[config.mk]
export PLATFORM = sky130hd
export DESIGN_NAME = fp_result_merge
export DESIGN_NICKNAME = d
export VERILOG_FILES = /design/src/fp_pkg.sv /design/src/fp_result_merge.sv
export SDC_FILE = /design/constraint.sdc
export NUM_CORES = 1
export LEC_CHECK = 0
export ABC_AREA = 1
export BUFFER_PORTS_ARGS = -buffer_cell sky130_fd_sc_hd__clkbuf_2
export CORE_UTILIZATION = 36
export DETAILED_ROUTE_END_ITERATION = 8
export GPL_ROUTABILITY_DRIVEN = 0
export PLACE_DENSITY = 0.74
export SLEW_MARGIN = 10
export SYNTH_ARGS = -nofsm -noshare
export SYNTH_HDL_FRONTEND = slang
export SYNTH_SLANG_ARGS = --single-unit
[constraint.sdc]
create_clock -name clk -period 0.9 [get_ports clk]
set_input_delay 0.135 -clock clk [delete_from_list [all_inputs] [get_ports clk]]
set_output_delay 0.135 -clock clk [all_outputs]
set_load 0.01 [all_outputs]
[src/fp_pkg.sv]
package fp_pkg;

    // Number of register stages from request to result.
    localparam int FMA_LATENCY = 3;

    localparam logic [31:0] FP32_ONE  = 32'h3f800000;
    localparam logic [31:0] FP32_QNAN = 32'h7fc00000;

    ////////////////////
    // Float word

    typedef struct packed {
        logic        sign;
        logic [7:0]  exponent;
        logic [22:0] mantissa;
    } fp32_fields_t;

    // The formatter works on the raw bits, the lane on the decoded fields.
    typedef union packed {
        logic [31:0]  raw;
        fp32_fields_t fields;
    } fp32_t;

    ////////////////////
    // Control codes

    typedef enum logic [2:0] {
        ADD   = 3'd0,
        SUB   = 3'd1,
        MUL   = 3'd2,
        MADD  = 3'd3,
        MSUB  = 3'd4,
        NMADD = 3'd5,
        NMSUB = 3'd6
    } fp_op_t;

    typedef logic [2:0] frm_t;

    // Any code other than RTZ rounds to nearest even.
    localparam frm_t RNE = 3'd0;
    localparam frm_t RTZ = 3'd1;

    typedef struct packed {
        logic nv;
        logic dz;
        logic of;
        logic uf;
        logic nx;
    } fflags_t;

    ////////////////////
    // Lane request

    // Every operation reaches the lane as a * b + c.
    typedef struct packed {
        fp32_t a;
        fp32_t b;
        fp32_t c;
        frm_t  frm;
    } lane_req_t;

endpackage

[src/fp_result_merge.sv]
module fp_result_merge import fp_pkg::*; #(
    parameter int LANES = 4,
    parameter int TAGW  = 4
) (
    input  logic                  clk,
    input  logic                  rst,
    input  logic                  ready_out,
    input  logic                  valid_in,
    input  logic [TAGW-1:0]       tag_in,
    input  fflags_t [LANES-1:0]   lane_flags,
    output logic                  enable,
    output logic                  valid_out,
    output logic [TAGW-1:0]       tag_out,
    output logic                  has_fflags
);

    logic [FMA_LATENCY-1:0]           valid_q;
    logic [FMA_LATENCY-1:0][TAGW-1:0] tag_q;

    // The whole pipeline freezes while a result waits at the output.
    assign enable = ~(valid_out & ~ready_out);

    always_ff @(posedge clk) begin
        if (rst) begin
            valid_q <= '0;
        end else if (enable) begin
            valid_q <= {valid_q[FMA_LATENCY-2:0], valid_in};
        end
    end

    always_ff @(posedge clk) begin
        if (enable) begin
            tag_q <= {tag_q[FMA_LATENCY-2:0], tag_in};
        end
    end

    assign valid_out = valid_q[FMA_LATENCY-1];
    assign tag_out   = tag_q[FMA_LATENCY-1];

    // Flags of an empty slot are stale and must not show.
    assign has_fflags = valid_out & (|lane_flags);

endmodule

# Word level (Yosys, flattened, before mapping)
# Cells that the tools add are included.
# classes
reduce_logical	1
n_bitwise	4
# ops
cell	count
$reduce_or 20->1	1
$and 1x1->1	2
$not 1->1	2
# word_totals
input_bits	28
reg_bits	15
elab_cells	9

# Depth between registers and ports, before layout
# Gate-level depths: netlist (run 1).
# depth
word_depth	3
depth_mapped	6
depth_no_buf	6

# Worst setup path before layout (run 1)
# Ideal clock, no wire load.
# synth_path
path_kind	flip-flop to flip-flop
from	register valid_q[2]
to	register tag_q (netlist bit tag_out[0]), enable pin
t_required_ns	0.571
path_stages_with_launch	4
setup_time_ns	0.329
slack_ns	-0.073
arrival_ns	0.645
n_path_buf	0
cell_sequence	dfxtp_1 -> inv_2 -> nor2_4 -> inv_2
# synth_between
elab_chain_len	1
# synth_lines
item	line	rtl
start, declared	fp_result_merge.sv:17	logic [FMA_LATENCY-1:0] valid_q;
start signal, assigned	fp_result_merge.sv:27	valid_q <= {valid_q[FMA_LATENCY-2:0], valid_in};
$and 1x1->1	fp_result_merge.sv:21	assign enable = ~(valid_out & ~ready_out);
end signal, assigned	fp_result_merge.sv:33	tag_q <= {tag_q[FMA_LATENCY-2:0], tag_in};
end, declared	fp_result_merge.sv:18	logic [FMA_LATENCY-1:0][TAGW-1:0] tag_q;
# No other way between the ends.
# A chain may end at the register's enable or synchronous reset.

# Worst setup path after layout (run 1)
# layout_path
from	register valid_q[2]
to	output port has_fflags
# layout_between
elab_chain_len	1
# layout_lines
item	line	rtl
$and 1x1->1	fp_result_merge.sv:41	assign has_fflags = valid_out & (|lane_flags);
end, declared	fp_result_merge.sv:14	output logic has_fflags
# No other way between the ends.

==> flow_summary.toml, run 1 <==
[synth]
synth_compound_area_share_pct = 4.46
synth_edf_count = 12
synth_area_leader_cell = "edfxtp_1"
synthSimpleGateAreaFrac_pct = 16.6
synth_top_area_share_pct = 61.1
synth_fp_nets = 77
synth_area_per_cell_um2 = 12.0
synth-async-reset-ratio_pct = 0
ys_warn_count = 0
yosysMostFrequentCell = "nor2_1"
ys_ff_latch = 15
syn-cell-area_um2 = 589
ys_seq_area_share_pct = 71.3
synth_commonest_cells = "nor2_1, edfxtp_1, nand2_1"
yosysUniqueCellTypes = 13
synth-xor-area-share_pct = 0
ys.flop_type = "edfxtp_1"
synth_top_family_by_area = "simple AND/OR/NAND/NOR gates"
synth_area_leaders = "edfxtp_1, dfxtp_1, nor2_1"
synthAdderAreaFrac_pct = 0
synth.area.mux_share_pct = 0
synthesis.instances = 49

[final_layout]
finalInstanceArea_um2 = 831
area_growth_pct = 41.0
fin_nets = 116
num_antenna_cells = 0
fill_cells = 142
drive_above_1_share_pct = 55.2

[clock_network]
clockBufferDepth = 2
cts.clk_slew.worst_paths_ns = 0.08
cts_made_buffers = 3
htree_levels = 1
cts_num_sinks = 15
cts_tree = "done"
worstSkewPairLatency_ns = 0.27
root_buffer = "clkbuf_4"

[power_and_ir_drop]
totalPowerFinal_w = 0.00132
sw_frac_of_total_pct = 20.3
p_int_w = 0.00105
pwr-share-seq_pct = 61.6
p_per_area_nw_per_um2 = 1590
clockPowerShare_pct = 27.5
vdd_drop_max_uv = 934
power_leakage_nw = 0.388
pwr-share-comb_pct = 11.0
power_switching_w = 0.000268

[timing]
finalClockSkew_ns = 0.00500
worst_pin_slew_ns = 0.166
setup_slack_ns = -0.193
relSlewSlack_pct = 88.9
finalCriticalPeriod_ns = 1.09
hold_viol = 0
finalCritPeriodShare_pct = 121
finalSetupViolCount = 20
rsz0062_at_grt = "yes"
slew_viol_final = 0
fmax_mhz = 915

[grt]
grt_remaining_overflow = 0
antenna_found_initial = 0
grt_max_degree = 15
grt_pass1_wl_mm = 1.48
grt_usage_pct = 11.3
first_global_vias = 383

[critical_path]
crit_end = "has_fflags"
cp_cell_sequence = "buf_4 > nand2_2 > inv_1 > buf_2"
crit_start = "valid_q[2]"
path_class = "reg -> out"
cp_slowest_cell = "dfxtp_2"
crit_fanout = 2
regToRegSetupSlack_ns = -0.08
worst_setup_path_start_kind = "flip-flop"
cp.required_ns = 0.76
rr_startpoint = "valid_q[2]"
reg2regPathDepth = 4
critPathMaxStageDelay_ns = 0.33
end_kind = "primary output"
critPathArrivalTime_ns = 0.96
r2r_end = "tag_out[3]"

[floorplan]
ios = 35
rows = 14
core_um2 = 1520
initial_core_util_pct = 38.7
dieWidth_um = 42.5
dieArea_um2 = 1800
die_h_um = 42.5

[status]
violations = "setup timing"
status = "finished with violations"

[detailed_routing]
remaining_drc_errors = 0
ant_nets = 0
drtPass1Iterations = 2
routed_wl_um = 938
wl_per_cell_um = 9.11
drtIter0Drc = 6
vias_per_cell = 4.17
vias = 429

[placed_design]
placement.cell_area_um2 = 761
io_buffer_count = 34
dpl.hpwl_um = 666

[worst_hold_path]
hp-class = "in -> reg"

[run]
maxCapViolCount = 0
metrics by stage:
stage | hold slack, ns | cells | TNS (ns) | utilization, % | worst slack [ns]
2_1_floorplan | 0.197 | 49 | 0 | - | 0.0179
3_3_place_gp | 0.312 | 96 | 0 | 49.9 | 0.0287
3_5_place_dp | 0.314 | 96 | 0 | 49.9 | 0.0171
4_1_cts | 0.0216 | 102 | -1.78 | 52.8 | -0.197
5_1_grt | 0.0145 | 103 | -2.89 | 54.5 | -0.247
6_report | 0.0305 | 103 | -1.62 | 54.5 | -0.193
critical path: cells and delay by family, from the launching register on:
| family | cells | cell delay, ns |
|---|---|---|
| buf+inv | 3 | 0.30 |
| flops | 1 | 0.33 |
| simple gates | 1 | 0.05 |
sequential cells by signal, summed over array words and instances (netlist names):
| signal | cells |
|---|---|
| tag_q | 8 |
| tag_out | 4 |
| valid_q | 3 |
layout make-up:
cell class,instances,area [um2],area share (%)
Tap cell,16,20.0,2.41
Sequential cell,15,422,50.8
Clock buffer,4,26.3,3.16
Multi-Input combinational cell,26,126,15.2
Inverter,4,20.0,2.41
Timing Repair Buffer,38,216,26.1
timing repair:
action	in CTS	in global routing
pin swaps	1	1
hold buffers	0	0
buffers inserted	2	1
setup endpoints to repair	7	22
resized for setup	1	7
cell usage in the layout, fill, tap and decap left out, types with 2 or more instances in the layout:
master | synthesis | layout
nor2_1 | 13 | 13
nand2_1 | 7 | 6
edfxtp_1 | 12 | 12
buf_4 | 4 | 3
dfxtp_1 | 3 | 2
inv_1 | 2 | 2
buf_6 | 0 | 3
clkbuf_4 | 0 | 3
clkbuf_2 | 0 | 31
kinds of logic (layout without fill, tap and decap cells):
family | count (synthesis) | count (layout)
buffers and inverters | 8 | 46
AO/OA/AOI/OAI | 3 | 3
flip-flops | 15 | 15
AND/OR/NAND/NOR | 23 | 23
power groups by stage:
stage / clock network [W] / registers, W / logic [W]
2_1_floorplan: 0 / 0.000828 / 0.0000671
3_3_place_gp: 0 / 0.000828 / 0.000129
3_5_place_dp: 0 / 0.000831 / 0.000132
4_1_cts: 0.000383 / 0.000815 / 0.000138
5_1_grt: 0.000405 / 0.000819 / 0.000163
6_report: 0.000364 / 0.000814 / 0.000145
layer usage:
metal / routed length [um] / GRT usage (%)
met1: 364 / 12.4
met2: 508 / 19.1
met3: 65 / 2.59
met4: 0 / 7.50
met5: 0 / 0
worst min-delay path by stage:
| stage | endpoint | cells after the start | from | slack (ns) |
|---|---|---|---|---|
| after detailed placement | tag_q[1] | 1 | tag_in[1] | 0.31 |
| final | tag_q[0] | 1 | tag_in[0] | 0.03 |
| after global routing | tag_q[0] | 1 | tag_in[0] | 0.01 |
| after global placement | tag_q[2] | 1 | tag_in[2] | 0.31 |
| after floorplan | valid_q[2] | 1 | rst | 0.20 |
| after CTS | tag_q[0] | 1 | tag_in[0] | 0.02 |
(Power assumes the default switching activity.)
==> run 2: changes to the inputs <==
--- a/config.mk
+++ b/config.mk
@@ -7,10 +7,10 @@
 export LEC_CHECK = 0
 export ABC_AREA = 1
 export BUFFER_PORTS_ARGS = -buffer_cell sky130_fd_sc_hd__clkbuf_2
-export CORE_UTILIZATION = 36
+export CORE_UTILIZATION = 35
 export DETAILED_ROUTE_END_ITERATION = 8
 export GPL_ROUTABILITY_DRIVEN = 0
-export PLACE_DENSITY = 0.74
+export PLACE_DENSITY = 0.72
 export SLEW_MARGIN = 10
 export SYNTH_ARGS = -nofsm -noshare
 export SYNTH_HDL_FRONTEND = slang
==> run 2 against run 1 <==
Against the previous run: the flow still finishes with violations (setup timing); global-route usage grew 0.28 points; final cell count is the same; fmax grew 2.1%; largest power group unchanged; highest routed layer unchanged.
==> flow_summary.toml, run 2 (same netlist as run 1, synthesis figures left out) <==
[status]
status = "finished with violations"
violations = "setup timing"

[floorplan]
core_um2 = 1540
initial_core_util_pct = 38.2
ios = 35
rows = 14
dieWidth_um = 43.0
die_h_um = 43.0
dieArea_um2 = 1850

[detailed_routing]
wl_per_cell_um = 8.84
drtPass1Iterations = 1
routed_wl_um = 911
ant_nets = 0
vias_per_cell = 4.25
drtIter0Drc = 0
remaining_drc_errors = 0
vias = 438

[clock_network]
cts_made_buffers = 3
cts.clk_slew.worst_paths_ns = 0.08
root_buffer = "clkbuf_4"
cts_num_sinks = 15
clockBufferDepth = 2
htree_levels = 1
cts_tree = "done"
cts-hold-fix-buffers = 0
worstSkewPairLatency_ns = 0.27

[final_layout]
layout_common_cells = "clkbuf_2, nor2_1, edfxtp_1"
instances_no_fill = 103
area_growth_pct = 40.3
drive_above_1_share_pct = 55.2
layout_commonest_cell = "clkbuf_2"
num_antenna_cells = 0
fin_nets = 116
fill_cells = 142
top_register = "tag_q"
seq_area_um2 = 422
final_core_util_pct = 53.7
multiInputGateArea_um2 = 126
largest_register_ffs = 8

[grt]
first_global_vias = 439
grt_usage_pct = 11.5
grt_remaining_overflow = 0
grt_max_degree = 15
antenna_found_initial = 0
grt_pass1_wl_mm = 1.52

[critical_path]
cp_cell_sequence = "inv_2 > nor2_4 > inv_6 > buf_6"
crit_fanout = 2
crit_end = "enable"
regToRegSetupSlack_ns = -0.09
critPathMaxStageDelay_ns = 0.34
crit_start = "valid_q[2]"
worst_setup_path_start_kind = "flip-flop"
reg2regPathDepth = 4
end_kind = "primary output"
cp.required_ns = 0.76
cp_slowest_cell = "dfxtp_2"
r2r_end = "tag_q[2]"
rr_startpoint = "valid_q[2]"
path_class = "reg -> out"
critPathArrivalTime_ns = 0.94

[placed_design]
dpl.hpwl_um = 661
dp.cells = 96
io_buffer_count = 34

[power_and_ir_drop]
vdd_drop_max_uv = 1140
power_leakage_nw = 0.388
p_per_area_nw_per_um2 = 1600

[timing]
hold_viol = 0
setup_slack_ns = -0.170
finalSetupViolCount = 21
hold_slack_ns = 0.0314
slew_viol_final = 0
rsz0062_at_grt = "yes"
finalClockSkew_ns = 0.00175
worst_pin_slew_ns = 0.175
relSlewSlack_pct = 88.3
finalCritPeriodShare_pct = 119
fmax_mhz = 934
finalCriticalPeriod_ns = 1.07

[run]
maxCapViolCount = 0

[worst_hold_path]
hp-class = "in -> reg"
## run 2: repair_timing
action                     4_1_cts  5_1_grt
gates cloned                     0        0
setup endpoints to repair        7       22
pin swaps                        2        1
resized for setup                1        6
buffers inserted                 2        1
## run 2: how the worst min path moves through the flow
stage                    from          to  slack (ns)  cells past startpoint
finish              tag_in[3]    tag_q[3]        0.03                      1
CTS                 tag_in[0]    tag_q[0]        0.02                      1
global placement    tag_in[1]    tag_q[1]        0.31                      1
floorplan                 rst  valid_q[2]        0.20                      1
global route        tag_in[3]    tag_q[3]        0.01                      1
detailed placement  tag_in[0]    tag_q[0]        0.31                      1
## run 2: critical path: cells and delay by family, from the launching register on
family	cells	cell delay, ns
buffers and inverters	3	0.19
DFF	1	0.34
and+or+nand+nor	1	0.13
## run 2: per-stage QoR
step	setup WS (ns)	cell area [um2]	TNS [ns]	total power, W
after floorplan	0.0179	593	0	0.000895
after global placement	0.0248	761	0	0.000957
after detailed placement	0.00827	761	0	0.000964
after CTS	-0.204	805	-1.88	0.00133
after global routing	-0.232	827	-2.72	0.00138
final	-0.170	827	-1.67	0.00132
## run 2: layout make-up
type,instances,area share [%]
Sequential cell,15,51.0
Tap cell,16,2.42
Timing Repair Buffer,38,25.7
Clock buffer,4,3.18
Multi-Input combinational cell,26,15.3
Inverter,4,2.42
## run 2: metal layers
metal / track usage, % / up-vias / wire length [um]
met3: 2.55 / 0 / 60
met5: 0 / - / 0
met2: 22.4 / 19 / 484
met1: 10.3 / 187 / 365
li1: - / 232 / -
met4: 7.27 / 0 / 0
## run 2: power by group
| part | switching (W) | internal (W) |
|---|---|---|
| clock network | 0.000194 | 0.000172 |
| registers | 0.0000129 | 0.000801 |
| logic | 0.0000625 | 0.0000807 |
