**config.mk**
```make
export PLATFORM = sky130hd
export DESIGN_NAME = fp_operand_fmt
export DESIGN_NICKNAME = d
export VERILOG_FILES = /design/src/fp_pkg.sv /design/src/fp_operand_fmt.sv
export SDC_FILE = /design/constraint.sdc
export NUM_CORES = 1
export LEC_CHECK = 0
export ABC_AREA = 1
export BUFFER_PORTS_ARGS = -buffer_cell sky130_fd_sc_hd__buf_2
export CAP_MARGIN = 30
export CORE_AREA = 2 2 307 309
export DETAILED_ROUTE_END_ITERATION = 10
export DIE_AREA = 0 0 309 311
export PLACE_DENSITY_LB_ADDON = 0.2
export SYNTH_ARGS = -nofsm -noshare
export SYNTH_HDL_FRONTEND = slang
export SYNTH_SLANG_ARGS = --single-unit
```
**constraint.sdc**
```tcl
create_clock -name clk -period 1.2 [get_ports clk]
set_input_delay 0.12 -clock clk [delete_from_list [all_inputs] [get_ports clk]]
set_output_delay 0.12 -clock clk [all_outputs]
set_load 0.02 [all_outputs]
```
**src/fp_pkg.sv**
```systemverilog
package fp_pkg;

    // Number of register stages from request to result.
    localparam int FMA_LATENCY = 3;

    localparam logic [31:0] FP32_ONE  = 32'h3f800000;
    localparam logic [31:0] FP32_QNAN = 32'h7fc00000;

    ////////////////////
    // Float word

    typedef struct packed {
        logic        sign;
        logic [7:0]  exponent;
        logic [22:0] mantissa;
    } fp32_fields_t;

    // The formatter works on the raw bits, the lane on the decoded fields.
    typedef union packed {
        logic [31:0]  raw;
        fp32_fields_t fields;
    } fp32_t;

    ////////////////////
    // Control codes

    typedef enum logic [2:0] {
        ADD   = 3'd0,
        SUB   = 3'd1,
        MUL   = 3'd2,
        MADD  = 3'd3,
        MSUB  = 3'd4,
        NMADD = 3'd5,
        NMSUB = 3'd6
    } fp_op_t;

    typedef logic [2:0] frm_t;

    // Any code other than RTZ rounds to nearest even.
    localparam frm_t RNE = 3'd0;
    localparam frm_t RTZ = 3'd1;

    typedef struct packed {
        logic nv;
        logic dz;
        logic of;
        logic uf;
        logic nx;
    } fflags_t;

    ////////////////////
    // Lane request

    // Every operation reaches the lane as a * b + c.
    typedef struct packed {
        fp32_t a;
        fp32_t b;
        fp32_t c;
        frm_t  frm;
    } lane_req_t;

endpackage

```
**src/fp_operand_fmt.sv**
```systemverilog
module fp_operand_fmt import fp_pkg::*; #(
    parameter int LANES = 4
) (
    input  logic                   clk,
    input  logic                   rst,
    input  logic                   enable,
    input  fp_op_t                 op,
    input  frm_t                   frm,
    input  fp32_t     [LANES-1:0]  dataa,
    input  fp32_t     [LANES-1:0]  datab,
    input  fp32_t     [LANES-1:0]  datac,
    output lane_req_t [LANES-1:0]  req
);

    fp32_t [LANES-1:0] fmt_a;
    fp32_t [LANES-1:0] fmt_b;
    fp32_t [LANES-1:0] fmt_c;

    fp32_t [LANES-1:0] a_q;
    fp32_t [LANES-1:0] b_q;
    fp32_t [LANES-1:0] c_q;
    frm_t              frm_q;

    always_comb begin
        for (int i = 0; i < LANES; i++) begin
            fmt_a[i] = dataa[i];
            fmt_b[i] = datab[i];
            fmt_c[i] = datac[i];
            case (op)
                ADD, SUB: begin
                    // 1.0 * a + b keeps the sum exact in the multiplier.
                    fmt_a[i].raw = FP32_ONE;
                    fmt_b[i] = dataa[i];
                    fmt_c[i].raw = {datab[i].raw[31] ^ (op == SUB), datab[i].raw[30:0]};
                end
                MUL: begin
                    // A zero addend with the product's sign leaves a zero product as it is.
                    fmt_c[i].raw = {dataa[i].raw[31] ^ datab[i].raw[31], 31'd0};
                end
                MSUB: begin
                    fmt_c[i].raw[31] = ~datac[i].raw[31];
                end
                NMADD: begin
                    fmt_a[i].raw[31] = ~dataa[i].raw[31];
                    fmt_c[i].raw[31] = ~datac[i].raw[31];
                end
                NMSUB: begin
                    fmt_a[i].raw[31] = ~dataa[i].raw[31];
                end
                default: begin
                end
            endcase
        end
    end

    always_ff @(posedge clk) begin
        if (enable) begin
            a_q <= fmt_a;
            b_q <= fmt_b;
            c_q <= fmt_c;
        end
    end

    always_ff @(posedge clk) begin
        if (rst) begin
            frm_q <= RNE;
        end else if (enable) begin
            frm_q <= frm;
        end
    end

    for (genvar i = 0; i < LANES; i++) begin : g_req
        assign req[i] = '{a: a_q[i], b: b_q[i], c: c_q[i], frm: frm_q};
    end

endmodule

```
* Word-level counts from Yosys, hierarchy flattened *
Index checks and enable logic that the tools add are counted.

operators by class
  equality and inequality tests = 5
  reduce and logical (&&, ||, !) cells = 4
  bitwise operators = 16
  muxes and demuxes = 16

operators by type and width
  cell                                            count
  case mux 31 bit (2 select lines)                4
  2-to-1 mux 32 bit                               4
  case mux 1 bit (3 select lines)                 4
  == test 3 bit (second input constant)           3
  NOT 1 bit                                       8
  case mux 1 bit (2 select lines)                 4
  bitwise XOR 1 bit                               8
  OR reduction 2 bit                              3
  == test 3 x 1 -> 1 bit (second input constant)  1
  == test 3 x 2 -> 1 bit (second input constant)  1
  logical NOT 3 bit                               1

word-level totals
  input port bits = 393
  output and inout bits = 396
  bits in registers = 387

* Logic depth before layout (Yosys ltp) *
Gate-level depths: netlist of run 1.

  depth after elaboration = 3
  depth in mapped cells = 7
  mapped depth without buffers = 7

* Least setup slack after synthesis of run 1 *
Ideal clock, no wire load.

  path kind = input port to flip-flop
  start point = in op[2]
  end point = reg a_q (netlist bit req[166]) (data pin)
  arrival = 0.819 ns
  cell stages on the path = 5
  setup time = 0.256 ns
  setup slack = 0.126 ns
  path through = nor2_2 > buf_2 > buf_4 > buf_2 > nor2_1

between the ends
  longest elaborated chain between the ends = 2

RTL lines
  what                                                         RTL line              RTL
  start: declaration                                           fp_operand_fmt.sv:7   input fp_op_t op,
  == test 3 x 1 -> 1 bit or logical NOT 3 bit (tied branches)  fp_operand_fmt.sv:29  case (op)
  OR reduction 2 bit (*)                                       fp_operand_fmt.sv:29
  end signal: assignment                                       fp_operand_fmt.sv:58  a_q <= fmt_a;
  end: declaration                                             fp_operand_fmt.sv:19  fp32_t [LANES-1:0] a_q;

Every way passes the cells marked *; elsewhere a longest branch is shown, timed or not.
A chain may end at the register's enable or synchronous reset.

* Worst setup path in the final report of run 1 *
  start point = reg a_q (netlist bit req[197])
  end point = out req[197] (netlist bit)

RTL lines
  what              RTL line              RTL
  end: declaration  fp_operand_fmt.sv:12  output lane_req_t [LANES-1:0] req

No word-level cell between the ends.

==> impl_metrics.ini, run 1 <==
[power]
power.switching_mw = 10.8
p_total_mw = 39.5
p_per_area_mw_per_mm2 = 1270
p_int_mw = 28.7
p_leak_nw = 13.6
comb_power_share_pct = 22.5
seqPwrFrac_pct = 43.2
p_clk_share_pct = 34.3
switching_share_pct = 27.4
ir_drop_uv = 823

[setup_path]
startpoint = req[197]
crit_arrival_ps = 1370
r2r_end = frm_q[1]
path_buf_inv = 1
crit_path_end_kind = output port
crit_slowest_cell = edfxtp_1
critical_path.top_delay_family = flip-flops
crit_fanout = 1
required_ps = 1080
reg2reg_depth = 3
crit_end = req[197]
r2r-start = frm_q[1]
path_class = register to output port
worstSetupStartpointType = register
cp_cell_sequence = buf_6
cp_num_cells = 1
reg2reg_slack_ps = 420
slowest_delay_ps = 560

[yosys]
synthTopCellsByArea = edfxtp_1 (71%), o21ai_0 (6.3%), inv_1 (5.5%)
synthesis.area_sq_mm = 0.0161
avgSynthCellArea_sq_um = 11.5
yosysTopAreaCell = edfxtp_1
ys_warn_count = 0
seq_area_frac_synth_pct = 71.8
synth_cell_types = 17
syn_inst = 1406
synth_seq_cells = 387
syn-num-nets = 1799
synth_top_area_share_pct = 71.4

[drt]
drt_iter0_markers = 1063
first_pass_iters = 5
wire_per_inst_um = 18.7
num_vias = 15729
routed_wl_um = 75000
vias_per_cell = 3.92
postRouteAntennaNets = 0
drc_errors = 0

[layout]
drive_above_1_share_pct = 38.0
instances_no_fill = 4012
final_cell_area_sq_mm = 0.0310
final_common_cell = buf_2
fillers = 9474
fin_nets = 3112
layout_common_cells = buf_2 (423), dlygate4sd3_1 (407), edfxtp_1 (384)
area_growth_pct = 92.2
ff_latch_area_sq_mm = 0.0116
multi_input_area_sq_mm = 0.00322

[die]
core-area_sq_mm = 0.0928
dieHeight_um = 311
row_count = 112
num_io_pins = 789
die_x_um = 309
start_util_pct = 17.4
die_area_sq_mm = 0.0961

[clock_tree]
clkTransAtPathRegs_ps = 60
cts_tree = yes
cts_sinks = 387
cts-root-buf = clkbuf_16
cts_buffer_depth = 3
numCtsBuffers = 48
clock_latency_ps = 580
htreeDepth = 2

[placement]
placed_area_sq_mm = 0.0223
io_buffers = 788
dpl.hpwl_um = 53200
placed_cells = 3456
gp_congestion = 0.882
dp_slack_ps = -246

[hold_path]
min_path_type = input pin to register
min_delay_path_depth = 3

[global_routing]
overflow = 0
grt_antenna_before_repair = 6
grt_pass1_wl_um = 101000
grt_max_degree = 59
grt_pass1_vias = 16424
track_usage_pct = 14.0

[timing]
fin_worst_skew_ps = 0
finalMaxSlewViolations = 0
finalHoldViolCount = 1
setup_viol = 406
relSlewSlack_pct = 74.5
fmaxAchievable_mhz = 671
timing.final.ws_setup_ps = -290
min_period_ps = 1490
period_share_pct = 124
worst_pin_slew_ps = 383
rsz0062_at_grt = yes
whs_ps = -18.8

[run]
maxCapViolCount = 0

[run_status]
violations = hold timing, setup timing
status = finished with violations
## metrics by stage
| step | util (%) | setup TNS [ps] |
|---|---|---|
| after global placement | 24.0 | -35340 |
| final | 33.4 | -16910 |
| after floorplan | - | 0 |
| after global routing | 33.4 | -42700 |
| after CTS | 32.4 | -36960 |
| after detailed placement | 24.0 | -40720 |
## flip-flops by register name, indices dropped and copies added (netlist names)
name	count
req	384
frm_q	3
## cells in the mapped netlist
library cell,number
nand2_1,154
buf_6,1
inv_1,235
a21oi_2,1
nor2_2,1
clkbuf_1,18
buf_2,60
o21ai_0,204
edfxtp_1,384
nand3_1,146
nor2_1,96
inv_2,2
o21ai_1,56
or2_2,28
dfxtp_1,3
a21oi_1,3
buf_4,14
## repair_timing
item                       in CTS  in global routing
pin swaps                       0                  1
hold endpoints to repair      413                  6
setup endpoints to repair     396                456
hold buffers                  455                  5
cloned                          0                 15
resized for setup             558                234
buffers inserted                1                 41
## kinds of logic (layout without fill, tap and decap cells)
logic type	count (synthesis)	in the layout	share of synthesized area [%]
AND/OR/NAND/NOR	425	425	11.5
flip-flops	387	387	71.8
buffers and inverters	330	1677	8.51
AO/OA/AOI/OAI	264	264	8.21
other	0	5	0
## layout make-up
type	count	share of cell area, %
antenna	5	0.0403
clock buffer	59	4.07
clock inverter	25	0.516
inverter	237	2.95
multi-input combinational	689	10.4
sequential	387	37.4
tap	1254	5.06
timing repair buffer	1356	39.6
## power groups by stage
stage	clock [mW]	combinational (mW)	sequential, mW
after global placement	0	6.13	17.0
after floorplan	0	1.20	18.6
after CTS	14.0	8.42	17.0
after detailed placement	0	6.15	17.0
after global routing	14.5	9.47	17.2
final	13.5	8.89	17.1
## routing by layer
| metal | global-route usage, % | part of all wire [%] |
|---|---|---|
| met1 | 15.3 | 38 |
| met2 | 25.0 | 50 |
| met3 | 4.30 | 8.0 |
| met4 | 5.62 | 3.7 |
| met5 | 0 | 0.055 |
## how the worst min path moves through the flow
stage | from | to | slack (ps)
CTS | datab[32] | req[102] | 30
global placement | rst | frm_q[1] | 310
global route | datab[61] | req[131] | 10
finish | datab[61] | req[131] | -20
floorplan | rst | frm_q[0] | 190
detailed placement | rst | frm_q[1] | 310
Power figures use the tool's default switching activity.
==> inputs of run 2 (changes only) <==
Settings changed: ABC_AREA 1 to 0, CORE_AREA 2 2 307 309 to 2 2 303 305, DIE_AREA 0 0 309 311 to 0 0 305 307, RECOVER_POWER set to 50.
==> run 2 against run 1 <==
The flow finishes with violations (setup timing). Register-to-register slack gained 110 ps. Non-clock buffer count shrank 102. Sequential cell count is the same. Routed wire length shrank 18%. Hold slack gained 95 ps. Die area shrank 2.6%. Critical path type unchanged.
==> impl_metrics.ini, run 2 <==
[layout]
largest_reg_flops = 384
utilization_pct = 32.0
instances_no_fill = 3346
layout_common_cells = buf_2 (429), dlygate4sd3_1 (390), edfxtp_1 (384)
diodes = 0
area_growth_pct = 84.5
final_cell_area_sq_mm = 0.0290
fin_nets = 2518
final_common_cell = buf_2
fillers = 9062
drive_above_1_share_pct = 48.1

[timing]
finalMaxSlewViolations = 0
relSlewSlack_pct = 47.2
min_period_ps = 1370
tns_ps = -30970
rsz0062_at_grt = yes
finalHoldViolCount = 0
period_share_pct = 114
fmaxAchievable_mhz = 732
timing.final.ws_setup_ps = -167
setup_viol = 564
worst_pin_slew_ps = 792
fin_worst_skew_ps = 0

[power]
p_per_area_mw_per_mm2 = 1370
p_leak_nw = 11.9
p_total_mw = 39.6
ir_drop_uv = 857

[global_routing]
overflow = 0
grt_pass1_vias = 13898
track_usage_pct = 12.3
grt_antenna_before_repair = 0
grt_max_degree = 63
grt_pass1_wl_um = 87300

[yosys]
syn_inst = 893
ys_warn_count = 0
syn-num-nets = 1286
ys_top_cells_by_count = edfxtp_1 (384), mux2_2 (128), a22o_1 (124)
seq_area_frac_synth_pct = 73.7
yosysTopAreaCell = edfxtp_1
synth.most_common_cell = edfxtp_1
synth_seq_cells = 387
synthTopCellsByArea = edfxtp_1 (73%), mux2_2 (9.2%), a22o_1 (6.9%)
synth_edf_count = 384
postSynth.asyncResetShare_pct = 0
synth_top_area_share_pct = 73.4
avgSynthCellArea_sq_um = 17.6
synthesis.area_sq_mm = 0.0157
synthFlopType = edfxtp_1
synth_cell_types = 26

[setup_path]
slowest_delay_ps = 490
crit_fanout = 1
worstSetupStartpointType = register
crit_arrival_ps = 1250
required_ps = 1080
path_class = register to output port
reg2reg_slack_ps = 530
cp_cell_sequence = buf_6
path_buf_inv = 1
crit_path_end_kind = output port
crit_slowest_cell = edfxtp_1
critical_path.top_delay_family = flip-flops

[run_status]
violations = setup timing
status = finished with violations

[die]
start_util_pct = 17.3
core-area_sq_mm = 0.0907
row_count = 111
num_io_pins = 789
die_x_um = 305
dieHeight_um = 307
die_area_sq_mm = 0.0936

[placement]
dpl.hpwl_um = 45800
placed_area_sq_mm = 0.0217
io_buffers = 788
gp_congestion = 0.833
placed_cells = 2876

[clock_tree]
clock_latency_ps = 570
cts-root-buf = clkbuf_16
cts_tree = yes
clkTransAtPathRegs_ps = 60
numCtsBuffers = 46
cts_buffer_depth = 3
htreeDepth = 2
cts_sinks = 387

[drt]
routed_wl_um = 61200
drc_errors = 0
wire_per_inst_um = 18.3
first_pass_iters = 5
postRouteAntennaNets = 0
num_vias = 12863
vias_per_cell = 3.84
drt_iter0_markers = 545

[run]
maxCapViolCount = 0

[hold_path]
min_path_type = input pin to register
-- run 2: cell count changes in the layout (fill, tap and decap cells not counted), moves of 103 or more --
cell     delta
a22o_1    +124
mux2_2    +103
inv_1     -227
nand3_1   -143
o21ai_0   -185
nand2_1   -152
-- run 2: through the flow --
stage          setup slack, ps  hold WS, ps
4_1_cts                   -232         23.6
6_report                  -167         76.4
3_3_place_gp              -276          324
2_1_floorplan            -31.8          192
3_5_place_dp              -285          325
5_1_grt                   -232         70.5
-- run 2: what timing repair did --
| action | in CTS | in global routing |
|---|---|---|
| endpoints found under the hold margin | 403 | 1 |
| gates cloned | 0 | 0 |
| buffers inserted | 0 | 0 |
| resized for setup | 498 | 194 |
| setup endpoints to repair | 396 | 402 |
| hold buffers | 393 | 1 |
-- run 2: final timing paths --
path              cells past startpoint       end       from
setup / recovery                      1  req[191]   req[191]
hold / removal                        4  req[232]  datac[95]
setup reg to reg                      2  frm_q[0]   frm_q[0]
hold reg to reg                       2  frm_q[0]   frm_q[0]
-- run 2: cell type report --
| cell class | count | area (sq um) | share of cell area, % |
|---|---|---|---|
| Sequential cell | 387 | 11600 | 40.0 |
| Timing Repair Buffer | 1254 | 10600 | 36.7 |
| Multi-Input combinational cell | 427 | 3710 | 12.8 |
| Tap cell | 1186 | 1480 | 5.12 |
| Clock buffer | 55 | 1210 | 4.16 |
| Clock inverter | 28 | 330 | 1.14 |
| Inverter | 9 | 33.8 | 0.117 |
-- run 2: logic make-up (layout without fill, tap and decap cells) --
family	count (synthesis)	in the layout	synth area share, %
buffers and inverters	79	1346	2.94
AND/OR/NAND/NOR	135	135	5.29
flip-flops	387	387	73.7
multiplexers	131	131	9.36
XOR/XNOR	12	12	0.669
AO/OA/AOI/OAI	149	149	7.99
-- run 2: power breakdown --
part / leakage, nW / switching, mW / internal (mW)
clock network: 0.746 / 5.76 / 8.84
registers: 3.77 / 0.595 / 16.3
logic: 7.36 / 3.87 / 4.18
-- run 2: per-layer routing --
metal | track usage [%] | wire length [um] | share of wire, %
met1 | 13.2 | 22700 | 37
met2 | 22.0 | 31400 | 51
met3 | 3.86 | 4570 | 7.5
met4 | 5.26 | 2550 | 4.2
met5 | 0 | 0 | 0
