==> src/fp_pkg.sv <==
package fp_pkg;

    // Number of register stages from request to result.
    localparam int FMA_LATENCY = 3;

    localparam logic [31:0] FP32_ONE  = 32'h3f800000;
    localparam logic [31:0] FP32_QNAN = 32'h7fc00000;

    ////////////////////
    // Float word

    typedef struct packed {
        logic        sign;
        logic [7:0]  exponent;
        logic [22:0] mantissa;
    } fp32_fields_t;

    // The formatter works on the raw bits, the lane on the decoded fields.
    typedef union packed {
        logic [31:0]  raw;
        fp32_fields_t fields;
    } fp32_t;

    ////////////////////
    // Control codes

    typedef enum logic [2:0] {
        ADD   = 3'd0,
        SUB   = 3'd1,
        MUL   = 3'd2,
        MADD  = 3'd3,
        MSUB  = 3'd4,
        NMADD = 3'd5,
        NMSUB = 3'd6
    } fp_op_t;

    typedef logic [2:0] frm_t;

    // Any code other than RTZ rounds to nearest even.
    localparam frm_t RNE = 3'd0;
    localparam frm_t RTZ = 3'd1;

    typedef struct packed {
        logic nv;
        logic dz;
        logic of;
        logic uf;
        logic nx;
    } fflags_t;

    ////////////////////
    // Lane request

    // Every operation reaches the lane as a * b + c.
    typedef struct packed {
        fp32_t a;
        fp32_t b;
        fp32_t c;
        frm_t  frm;
    } lane_req_t;

endpackage

==> src/fp_fma_lane.sv <==
module fp_fma_lane import fp_pkg::*; (
    input  logic      clk,
    input  logic      enable,
    input  lane_req_t req,
    output fp32_t     result,
    output fflags_t   fflags
);

    // Fixed-point frame for both terms, unit weight at bit FW-2.
    localparam int FW = 76;

    typedef struct packed {
        logic        zero;
        logic        inf;
        logic        nan;
        logic        snan;
        logic [23:0] sig;
    } opnd_t;

    function automatic opnd_t decode(input fp32_t x);
        opnd_t d;
        d.zero = (x.fields.exponent == 8'd0);
        d.inf  = (x.fields.exponent == 8'hff) && (x.fields.mantissa == 23'd0);
        d.nan  = (x.fields.exponent == 8'hff) && (x.fields.mantissa != 23'd0);
        d.snan = d.nan && !x.fields.mantissa[22];
        d.sig  = d.zero ? 24'd0 : {1'b1, x.fields.mantissa};
        return d;
    endfunction

    function automatic logic [6:0] count_lz(input logic [FW:0] v);
        logic [6:0] n;
        logic       found;
        n     = 7'(FW + 1);
        found = 1'b0;
        for (int i = FW; i >= 0; i--) begin
            if (!found && v[i]) begin
                n     = 7'(FW - i);
                found = 1'b1;
            end
        end
        return n;
    endfunction

    ////////////////////
    // Stage 1: multiply and align

    opnd_t              op_a, op_b, op_c;
    logic               sign_p, sign_c;
    logic               prod_zero, prod_nan, prod_inf, prod_big;
    logic [47:0]        prod_sig;
    logic signed [11:0] exp_p, exp_c, exp_diff, exp_abs;
    logic [6:0]         shamt;
    logic [FW-1:0]      frame_p, frame_c, frame_small, shifted, lost;

    always_comb begin
        op_a      = decode(req.a);
        op_b      = decode(req.b);
        op_c      = decode(req.c);
        sign_p    = req.a.fields.sign ^ req.b.fields.sign;
        sign_c    = req.c.fields.sign;
        prod_zero = op_a.zero | op_b.zero;
        prod_nan  = op_a.nan | op_b.nan | (op_a.inf & op_b.zero) | (op_a.zero & op_b.inf);
        prod_inf  = (op_a.inf | op_b.inf) & ~prod_nan;
        prod_sig  = op_a.sig * op_b.sig;

        exp_p    = $signed({4'd0, req.a.fields.exponent})
                 + $signed({4'd0, req.b.fields.exponent}) - 12'sd127;
        exp_c    = $signed({4'd0, req.c.fields.exponent});
        exp_diff = exp_p - exp_c;

        // A zero term never anchors the sum.
        prod_big = op_c.zero | (!prod_zero && exp_diff >= 0);
        exp_abs  = prod_big ? exp_diff : -exp_diff;
        shamt    = (exp_abs < 0 || exp_abs > 12'sd75) ? 7'd76 : 7'(exp_abs);

        frame_p     = {prod_sig, 28'd0};
        frame_c     = {1'b0, op_c.sig, 51'd0};
        frame_small = prod_big ? frame_c : frame_p;
        shifted     = frame_small >> shamt;
        lost        = frame_small << (7'd76 - shamt);
    end

    logic [FW-1:0]      s1_big, s1_small;
    logic               s1_sub, s1_sign, s1_zero_sign;
    logic signed [11:0] s1_exp;
    logic               s1_nan, s1_nv, s1_inf, s1_inf_sign;
    frm_t               s1_frm;

    always_ff @(posedge clk) begin
        if (enable) begin
            s1_big       <= prod_big ? frame_p : frame_c;
            s1_small     <= {shifted[FW-1:1], shifted[0] | (|lost)};
            s1_sub       <= sign_p ^ sign_c;
            s1_sign      <= prod_big ? sign_p : sign_c;
            s1_zero_sign <= sign_p & sign_c;
            s1_exp       <= prod_big ? exp_p : exp_c;
            s1_nan       <= prod_nan | op_c.nan | (prod_inf & op_c.inf & (sign_p ^ sign_c));
            s1_nv        <= op_a.snan | op_b.snan | op_c.snan
                          | (op_a.inf & op_b.zero) | (op_a.zero & op_b.inf)
                          | (prod_inf & op_c.inf & (sign_p ^ sign_c));
            s1_inf       <= prod_inf | op_c.inf;
            s1_inf_sign  <= prod_inf ? sign_p : sign_c;
            s1_frm       <= req.frm;
        end
    end

    ////////////////////
    // Stage 2: add, normalize, round

    logic [FW:0]        sum, mag, norm;
    logic               neg, res_sign;
    logic [6:0]         lz;
    logic signed [11:0] exp_n, exp_r;
    logic [24:0]        sig_r;
    logic               guard, sticky, inc;
    fp32_t              res_d;
    fflags_t            flags_d;

    always_comb begin
        sum = s1_sub ? ({1'b0, s1_big} - {1'b0, s1_small})
                     : ({1'b0, s1_big} + {1'b0, s1_small});
        neg      = s1_sub & sum[FW];
        mag      = neg ? -sum : sum;
        res_sign = s1_sign ^ neg;

        // The leading one lands on bit FW, so the exponent moves by 2 - lz.
        lz    = count_lz(mag);
        norm  = mag << lz;
        exp_n = s1_exp + 12'sd2 - $signed({5'd0, lz});

        guard  = norm[52];
        sticky = |norm[51:0];
        inc    = (s1_frm != RTZ) && guard && (sticky || norm[53]);
        sig_r  = {1'b0, norm[FW:53]} + 25'(inc);
        exp_r  = exp_n + $signed({11'd0, sig_r[24]});

        res_d.raw  = {res_sign, exp_r[7:0], sig_r[22:0]};
        flags_d    = '0;
        flags_d.nx = guard | sticky;

        if (s1_nan) begin
            res_d.raw  = FP32_QNAN;
            flags_d    = '0;
            flags_d.nv = s1_nv;
        end else if (s1_inf) begin
            res_d.raw = {s1_inf_sign, 8'hff, 23'd0};
            flags_d   = '0;
        end else if (mag == '0) begin
            // Exact zero, negative only when both terms are negative.
            res_d.raw = {s1_zero_sign, 31'd0};
            flags_d   = '0;
        end else if (exp_r >= 12'sd255) begin
            if (s1_frm == RTZ) begin
                res_d.raw = {res_sign, 8'hfe, 23'h7fffff};
            end else begin
                res_d.raw = {res_sign, 8'hff, 23'd0};
            end
            flags_d.of = 1'b1;
            flags_d.nx = 1'b1;
        end else if (exp_r <= 12'sd0) begin
            res_d.raw  = {res_sign, 31'd0};
            flags_d.uf = 1'b1;
            flags_d.nx = 1'b1;
        end
    end

    always_ff @(posedge clk) begin
        if (enable) begin
            result <= res_d;
            fflags <= flags_d;
        end
    end

endmodule

==> config.mk <==
export PLATFORM = sky130hd
export DESIGN_NAME = fp_fma_lane
export DESIGN_NICKNAME = d
export VERILOG_FILES = /design/src/fp_pkg.sv /design/src/fp_fma_lane.sv
export SDC_FILE = /design/constraint.sdc
export NUM_CORES = 2
export LEC_CHECK = 0
export BUFFER_PORTS_ARGS = -buffer_cell sky130_fd_sc_hd__buf_4
export CORE_MARGIN = 4
export CORE_UTILIZATION = 45
export CTS_CLUSTER_DIAMETER = 50
export DETAILED_ROUTE_END_ITERATION = 7
export PLACE_DENSITY_LB_ADDON = 0.12
export SKIP_CTS_REPAIR_TIMING = 1
export SYNTH_ARGS = -nofsm -noshare
export SYNTH_HDL_FRONTEND = slang
export SYNTH_SLANG_ARGS = --single-unit
==> constraint.sdc <==
create_clock -name clk -period 36.3 [get_ports clk]
set_input_delay 5.445 -clock clk [delete_from_list [all_inputs] [get_ports clk]]
set_output_delay 5.445 -clock clk [all_outputs]
set_load 0.02 [all_outputs]
# == Word level (Yosys, flattened, before mapping) ==
# Index checks and enable logic that the tools add are counted.
# classes
addsub,12
n_mux,177
shifts,3
eq_ne,5
bitwise_logic,27
multipliers,1
n_reduce_logical,185
n_lt_le_gt_ge,5
# ops
cell,n
7-bit two-way mux,78
77-bit two-way mux,2
24-bit two-way mux,4
1-bit logical AND,88
1-bit two-way mux,81
1-bit logical NOT,80
76-bit by 76-bit adder with 77-bit output,1
77-bit logical NOT,1
77-bit negation,1
77-bit by 7-bit left shift with 77-bit output,1
76-bit by 76-bit subtractor with 77-bit output,1
76-bit two-way mux,1
76-bit OR reduction,1
76-bit by 7-bit left shift with 76-bit output,1
76-bit by 7-bit right shift with 76-bit output,1
75-bit two-way mux,1
23-bit logical NOT,3
23-bit nonzero test,3
32-bit two-way mux,2
31-bit two-way mux,2
52-bit OR reduction,1
24-bit by 24-bit multiplier with 48-bit output,1
24-bit by 1-bit adder with 25-bit output,1
"8-bit equality test, second input constant",3
29 further kinds,56
# word_totals
inputBits,101
regBits,209
wordCells,436

# == Depth between registers and ports, before layout ==
# depth
depth_word,245
mapped_depth,75
ltp_nobuf,63

# == Worst setup path after synthesis ==
# No wires, ideal clock.
# synth_timing
path_type,input -> register
start,input port req[97] in the netlist's numbering
end,"register s1_small[13], data pin"
stages,44
setup_slack_ns,21.063
required_time_ns,36.030
setup_time_ns,0.270
t_arrival_ns,14.967
cell_sequence,or4_1 nor2_1 nor2_1 clkbuf_1 clkbuf_1 clkbuf_1 and3_1 fa_1 inv_1 fa_1 inv_1 fa_1 ha_1 inv_1 fa_1 fa_1 fa_1 inv_1 [8 not listed] o211ai_1 a21oi_1 o2111ai_1 a41oi_1 o31ai_1 a21oi_1 a21o_1 a31o_2 o41ai_1 xor2_1 nand2_1 a22oi_1 mux2_2 nor2_1 a21oi_1 mux2_2 o21a_1 o21ai_0
# synth_between
elab_chain_cells,11
elab_cells_between_ends,19
cone_classes,add/sub: 4; mul: 1; order compare: 3; shift: 1; mux: 4; bitwise: 2; reduce/logical: 4
# synth_lines
item,line_no,source
start: declaration,fp_fma_lane.sv:4,"input lane_req_t req,"
8-bit by 8-bit adder with 9-bit output,fp_fma_lane.sv:67,"+ $signed({4'd0, req.b.fields.exponent}) - 12'sd127;"
9-bit by 7-bit subtractor with 10-bit output,fp_fma_lane.sv:67,
10-bit by 9-bit subtractor with 11-bit output,fp_fma_lane.sv:69,exp_diff = exp_p - exp_c;
11-bit by 1-bit >= comparator with 1-bit output,fp_fma_lane.sv:72,prod_big = op_c.zero | (!prod_zero && exp_diff >= 0);
1-bit logical AND,fp_fma_lane.sv:72,
1-bit OR,fp_fma_lane.sv:72,
12-bit two-way mux,fp_fma_lane.sv:73,exp_abs = prod_big ? exp_diff : -exp_diff;
12-bit by 1-bit < comparator with 1-bit output or 12-bit by 8-bit greater-than comparator with 1-bit output (tied branches),fp_fma_lane.sv:74,shamt = (exp_abs < 0 || exp_abs > 12'sd75) ? 7'd76 : 7'(exp_abs);
1-bit logical OR,fp_fma_lane.sv:74,
7-bit two-way mux,fp_fma_lane.sv:74,
76-bit by 7-bit right shift with 76-bit output (*),fp_fma_lane.sv:79,shifted = frame_small >> shamt;
end signal: assignment,fp_fma_lane.sv:92,"s1_small <= {shifted[FW-1:1], shifted[0] | (|lost)};"
end: declaration,fp_fma_lane.sv:83,"logic [FW-1:0] s1_big, s1_small;"
# Every way passes the cells marked *; elsewhere a longest branch is shown, timed or not.
# A chain may end at the register's enable or synchronous reset.

# == Final worst setup path ==
# layout_timing
start,register s1_small[0]
end,"register result[17] in the netlist's numbering, data pin"
# layout_between
elab_chain_cells,242
elab_cells_between_ends,325
cone_classes,add/sub: 6; order compare: 2; shift: 1; mux: 157; bitwise: 1; reduce/logical: 158
# layout_lines
item,line_no,source
76-bit by 76-bit adder with 77-bit output or 76-bit by 76-bit subtractor with 77-bit output (tied branches),"fp_fma_lane.sv:121, fp_fma_lane.sv:120",
77-bit two-way mux (*),fp_fma_lane.sv:120,"sum = s1_sub ? ({1'b0, s1_big} - {1'b0, s1_small})"
77-bit negation or 1-bit AND (tied branches),"fp_fma_lane.sv:123, fp_fma_lane.sv:122",
77-bit two-way mux (*),fp_fma_lane.sv:123,mag = neg ? -sum : sum;
1-bit two-way mux,fp_fma_lane.sv:36,if (!found && v[i]) begin
1-bit logical NOT,fp_fma_lane.sv:36,
1-bit logical AND,fp_fma_lane.sv:36,
1-bit two-way mux,fp_fma_lane.sv:36,
[226 not listed],n/a,
52-bit OR reduction,fp_fma_lane.sv:132,sticky = |norm[51:0];
1-bit logical OR,fp_fma_lane.sv:133,inc = (s1_frm != RTZ) && guard && (sticky || norm[53]);
1-bit logical AND,fp_fma_lane.sv:133,
24-bit by 1-bit adder with 25-bit output,fp_fma_lane.sv:134,"sig_r = {1'b0, norm[FW:53]} + 25'(inc);"
12-bit by 2-bit adder with 12-bit output,fp_fma_lane.sv:135,"exp_r = exp_n + $signed({11'd0, sig_r[24]});"
12-bit by 1-bit <= comparator with 1-bit output,fp_fma_lane.sv:160,end else if (exp_r <= 12'sd0) begin
31-bit two-way mux,fp_fma_lane.sv:160,
31-bit two-way mux,fp_fma_lane.sv:152,end else if (exp_r >= 12'sd255) begin
end signal: assignment,fp_fma_lane.sv:169,result <= res_d;
end: declaration,fp_fma_lane.sv:5,"output fp32_t result,"
# Marks and branches as above.

==> flow_metrics.py <==
metrics = {
    "status": {
        "status": "complete, but fails checks",
        "failed_checks": "max-capacitance violations, max-slew violations",
    },
    "synthesis": {
        "synth_nets": 7520,
        "synth_edf_count": 180,
        "synthTopCellsByCount": "830 x nand2_1, 624 x inv_1, 543 x nor2_1",
        "ys_types": 124,
        "ys_ff_latch": 180,
        "yosysWarnings": 0,
        "synth_cells": 6665,
        "synth.most_common_cell": "nand2_1",
        "synthArstFlopShare_pct": 0,
        "synth_area_leader_cell": "fa_1",
        "yosysTopAreaCellShare_pct": 18.97,
        "postSynthAreaPerCell_um2": 7.680,
        "syn_area_um2": 51190,
        "ys.flop_type": "edfxtp_1",
        "seq_area_frac_synth_pct": 10.56,
        "synth_area_leaders": "fa_1 19%, edfxtp_1 11%, ha_1 6.6%",
    },
    "sta": {
        "post-route-min-period_ns": 19.85,
        "grt_setup_unrepaired": "false",
        "final_max_slew_viol_count": 1,
        "hold_viol_final": 0,
        "tightest_slew_ns": 1.482,
        "finalSetupViolCount": 0,
        "setup-tns-final_ns": 0,
        "fin_skew_ns": 0.02182,
        "min_period_over_period_pct": 54.68,
        "relSlewSlack_pct": -1.362,
        "clock.fmax_mhz": 50.38,
    },
    "detailed_routing": {
        "dr.pass1.iters": 8,
        "ant_nets": 0,
        "route.detailed.drc": 0,
        "viasPerCell": 6.516,
        "drt-initial-drc-count": 5756,
        "vias": 52137,
        "wirelength_um": 222300,
        "wl_per_cell_um": 27.79,
    },
    "placement": {
        "place.port_buffers": 136,
        "dp_hpwl_um": 179700,
        "place_area_um2": 53110,
        "gp_congestion": 1.029,
    },
    "grt": {
        "overflow": 0,
        "grt_pass1_vias": 50368,
        "grt_pass1_wl_um": 329000,
        "track_usage_pct": 35.93,
        "antenna_found_initial": 13,
        "grt_max_degree": 204,
    },
    "finish": {
        "seq_area_um2": 5405,
        "multiInputGateArea_um2": 41720,
        "area_delta_synth_final_pct": 5.040,
        "fill_cells": 11420,
        "drive_above_1_share_pct": 7.455,
        "fin_util_pct": 47.73,
        "design_area_um2": 53770,
        "nNetsFinal": 7334,
    },
    "min_path": {
        "min_path_type": "reg2reg",
    },
    "worst_setup_path": {
        "cp_slowest_cell": "a2111oi_1",
        "critPathArrivalTime_ns": 20.16,
        "worstSetupPathType": "reg2reg",
        "crit_top_cell": "nand2_1",
        "crit_required_ns": 36.61,
        "cp-start-kind": "flop",
        "crit_path_max_fanout": 78,
        "cp_slowest_stage_delay_ns": 0.96,
        "endpoint_kind": "flop",
    },
    "clocking": {
        "h-tree-depth": 4,
        "root_buffer": "clkbuf_16",
        "clock-sinks": 180,
        "clk_pin_slew_ns": 0.08,
        "numCtsBuffers": 17,
        "insertion_delay_ns": 0.50,
        "clockBufferDepth": 2,
        "cts_tree": "done",
    },
    "floorplanning": {
        "die_area_um2": 119200,
        "start_util_pct": 45.44,
        "dieHeight_um": 345.3,
        "rows": 123,
        "die_w_um": 345.3,
        "io-pin-count": 138,
        "core_um2": 112700,
    },
    "run": {
        "cap_violations": 1,
    },
}
[path summary, 6_finish.rpt]
kind | from | to | slack [ns] | cells past startpoint
setup reg to reg | s1_small[0] | result[17] | 16.45 | 57
hold / removal | s1_nv | fflags[4] | 0.55 | 1
hold reg to reg | s1_nv | fflags[4] | 0.55 | 1
setup / recovery | s1_small[0] | result[17] | 16.45 | 57
[worst max-delay path: cells and delay by family, from the launching register on]
kind	cells	cell delay [ns]
xor gates and xnor gates	3	0.46
adders and majority gates	4	1.46
muxes	1	0.69
DFF	1	0.63
buffers and inverters	6	1.92
and+or+nand+nor	24	8.65
AOI/OAI and AO/OA	19	5.75
[cell families (layout without fill, tap and decap cells)]
family | after synthesis | in the layout | synth area share, %
adders and majority gates | 754 | 754 | 25.54
other | 1 | 10 | 0.007326
muxes | 206 | 206 | 4.859
and+or+nand+nor | 2507 | 2507 | 24.08
buffers and inverters | 1066 | 893 | 8.112
AOI/OAI and AO/OA | 1644 | 1644 | 21.57
DFF | 180 | 180 | 10.56
xor gates and xnor gates | 307 | 307 | 5.279
[cell type report]
| class | instances | share of cell area (%) |
|---|---|---|
| clock buffers | 17 | 0.7912 |
| well taps | 1500 | 3.490 |
| flip-flops and latches | 180 | 10.05 |
| multi-input cells | 5419 | 77.58 |
| diodes | 9 | 0.04188 |
| inverters | 631 | 4.412 |
| repair buffers | 230 | 3.241 |
| clock inverters | 15 | 0.3886 |
[placed cells by master (no fill, tap or decap), drive strengths merged, types with 102 or more instances in the layout]
| cell type | synthesis | layout |
|---|---|---|
| and2 | 102 | 102 |
| edfxtp | 180 | 180 |
| fa | 485 | 485 |
| xnor2 | 214 | 214 |
| inv | 629 | 637 |
| mux2i | 130 | 130 |
| nand2 | 832 | 832 |
| nor2 | 545 | 545 |
| and3 | 240 | 240 |
| nand3 | 162 | 162 |
| ha | 269 | 269 |
| buf | 115 | 230 |
| a21oi | 389 | 389 |
| o21ai | 352 | 352 |
| nor3 | 181 | 181 |
[per-stage QoR]
stage / hold WS (ns) / std cells / setup WS (ns)
2_1_floorplan: 0.5026 / 6665 / 21.06
3_3_place_gp: 0.5087 / 7960 / 17.63
3_5_place_dp: 0.5232 / 7960 / 16.95
4_1_cts: 0.5386 / 7992 / 16.84
5_1_grt: 0.5814 / 7992 / 14.91
6_report: 0.5475 / 8001 / 16.45
[layer usage]
metal	vias to the layer above	share of wire, %	GRT usage, %
met5	-	0.031	0
li1	23278	-	-
met4	10	6.1	18.46
met3	626	8.9	7.289
met1	25443	40	45.96
met2	2780	45	57.63
[flip-flops by register name (all words and copies together) (netlist names)]
name          count
fflags            4
result           32
s1_big           48
s1_exp           10
s1_frm            3
s1_inf            1
s1_inf_sign       1
s1_nan            1
s1_nv             1
s1_sign           1
s1_small         76
s1_sub            1
s1_zero_sign      1
Power is left out: the tool's default activity adds up to more than one toggle a clock period on the data nets, which glitch-free logic cannot reach.
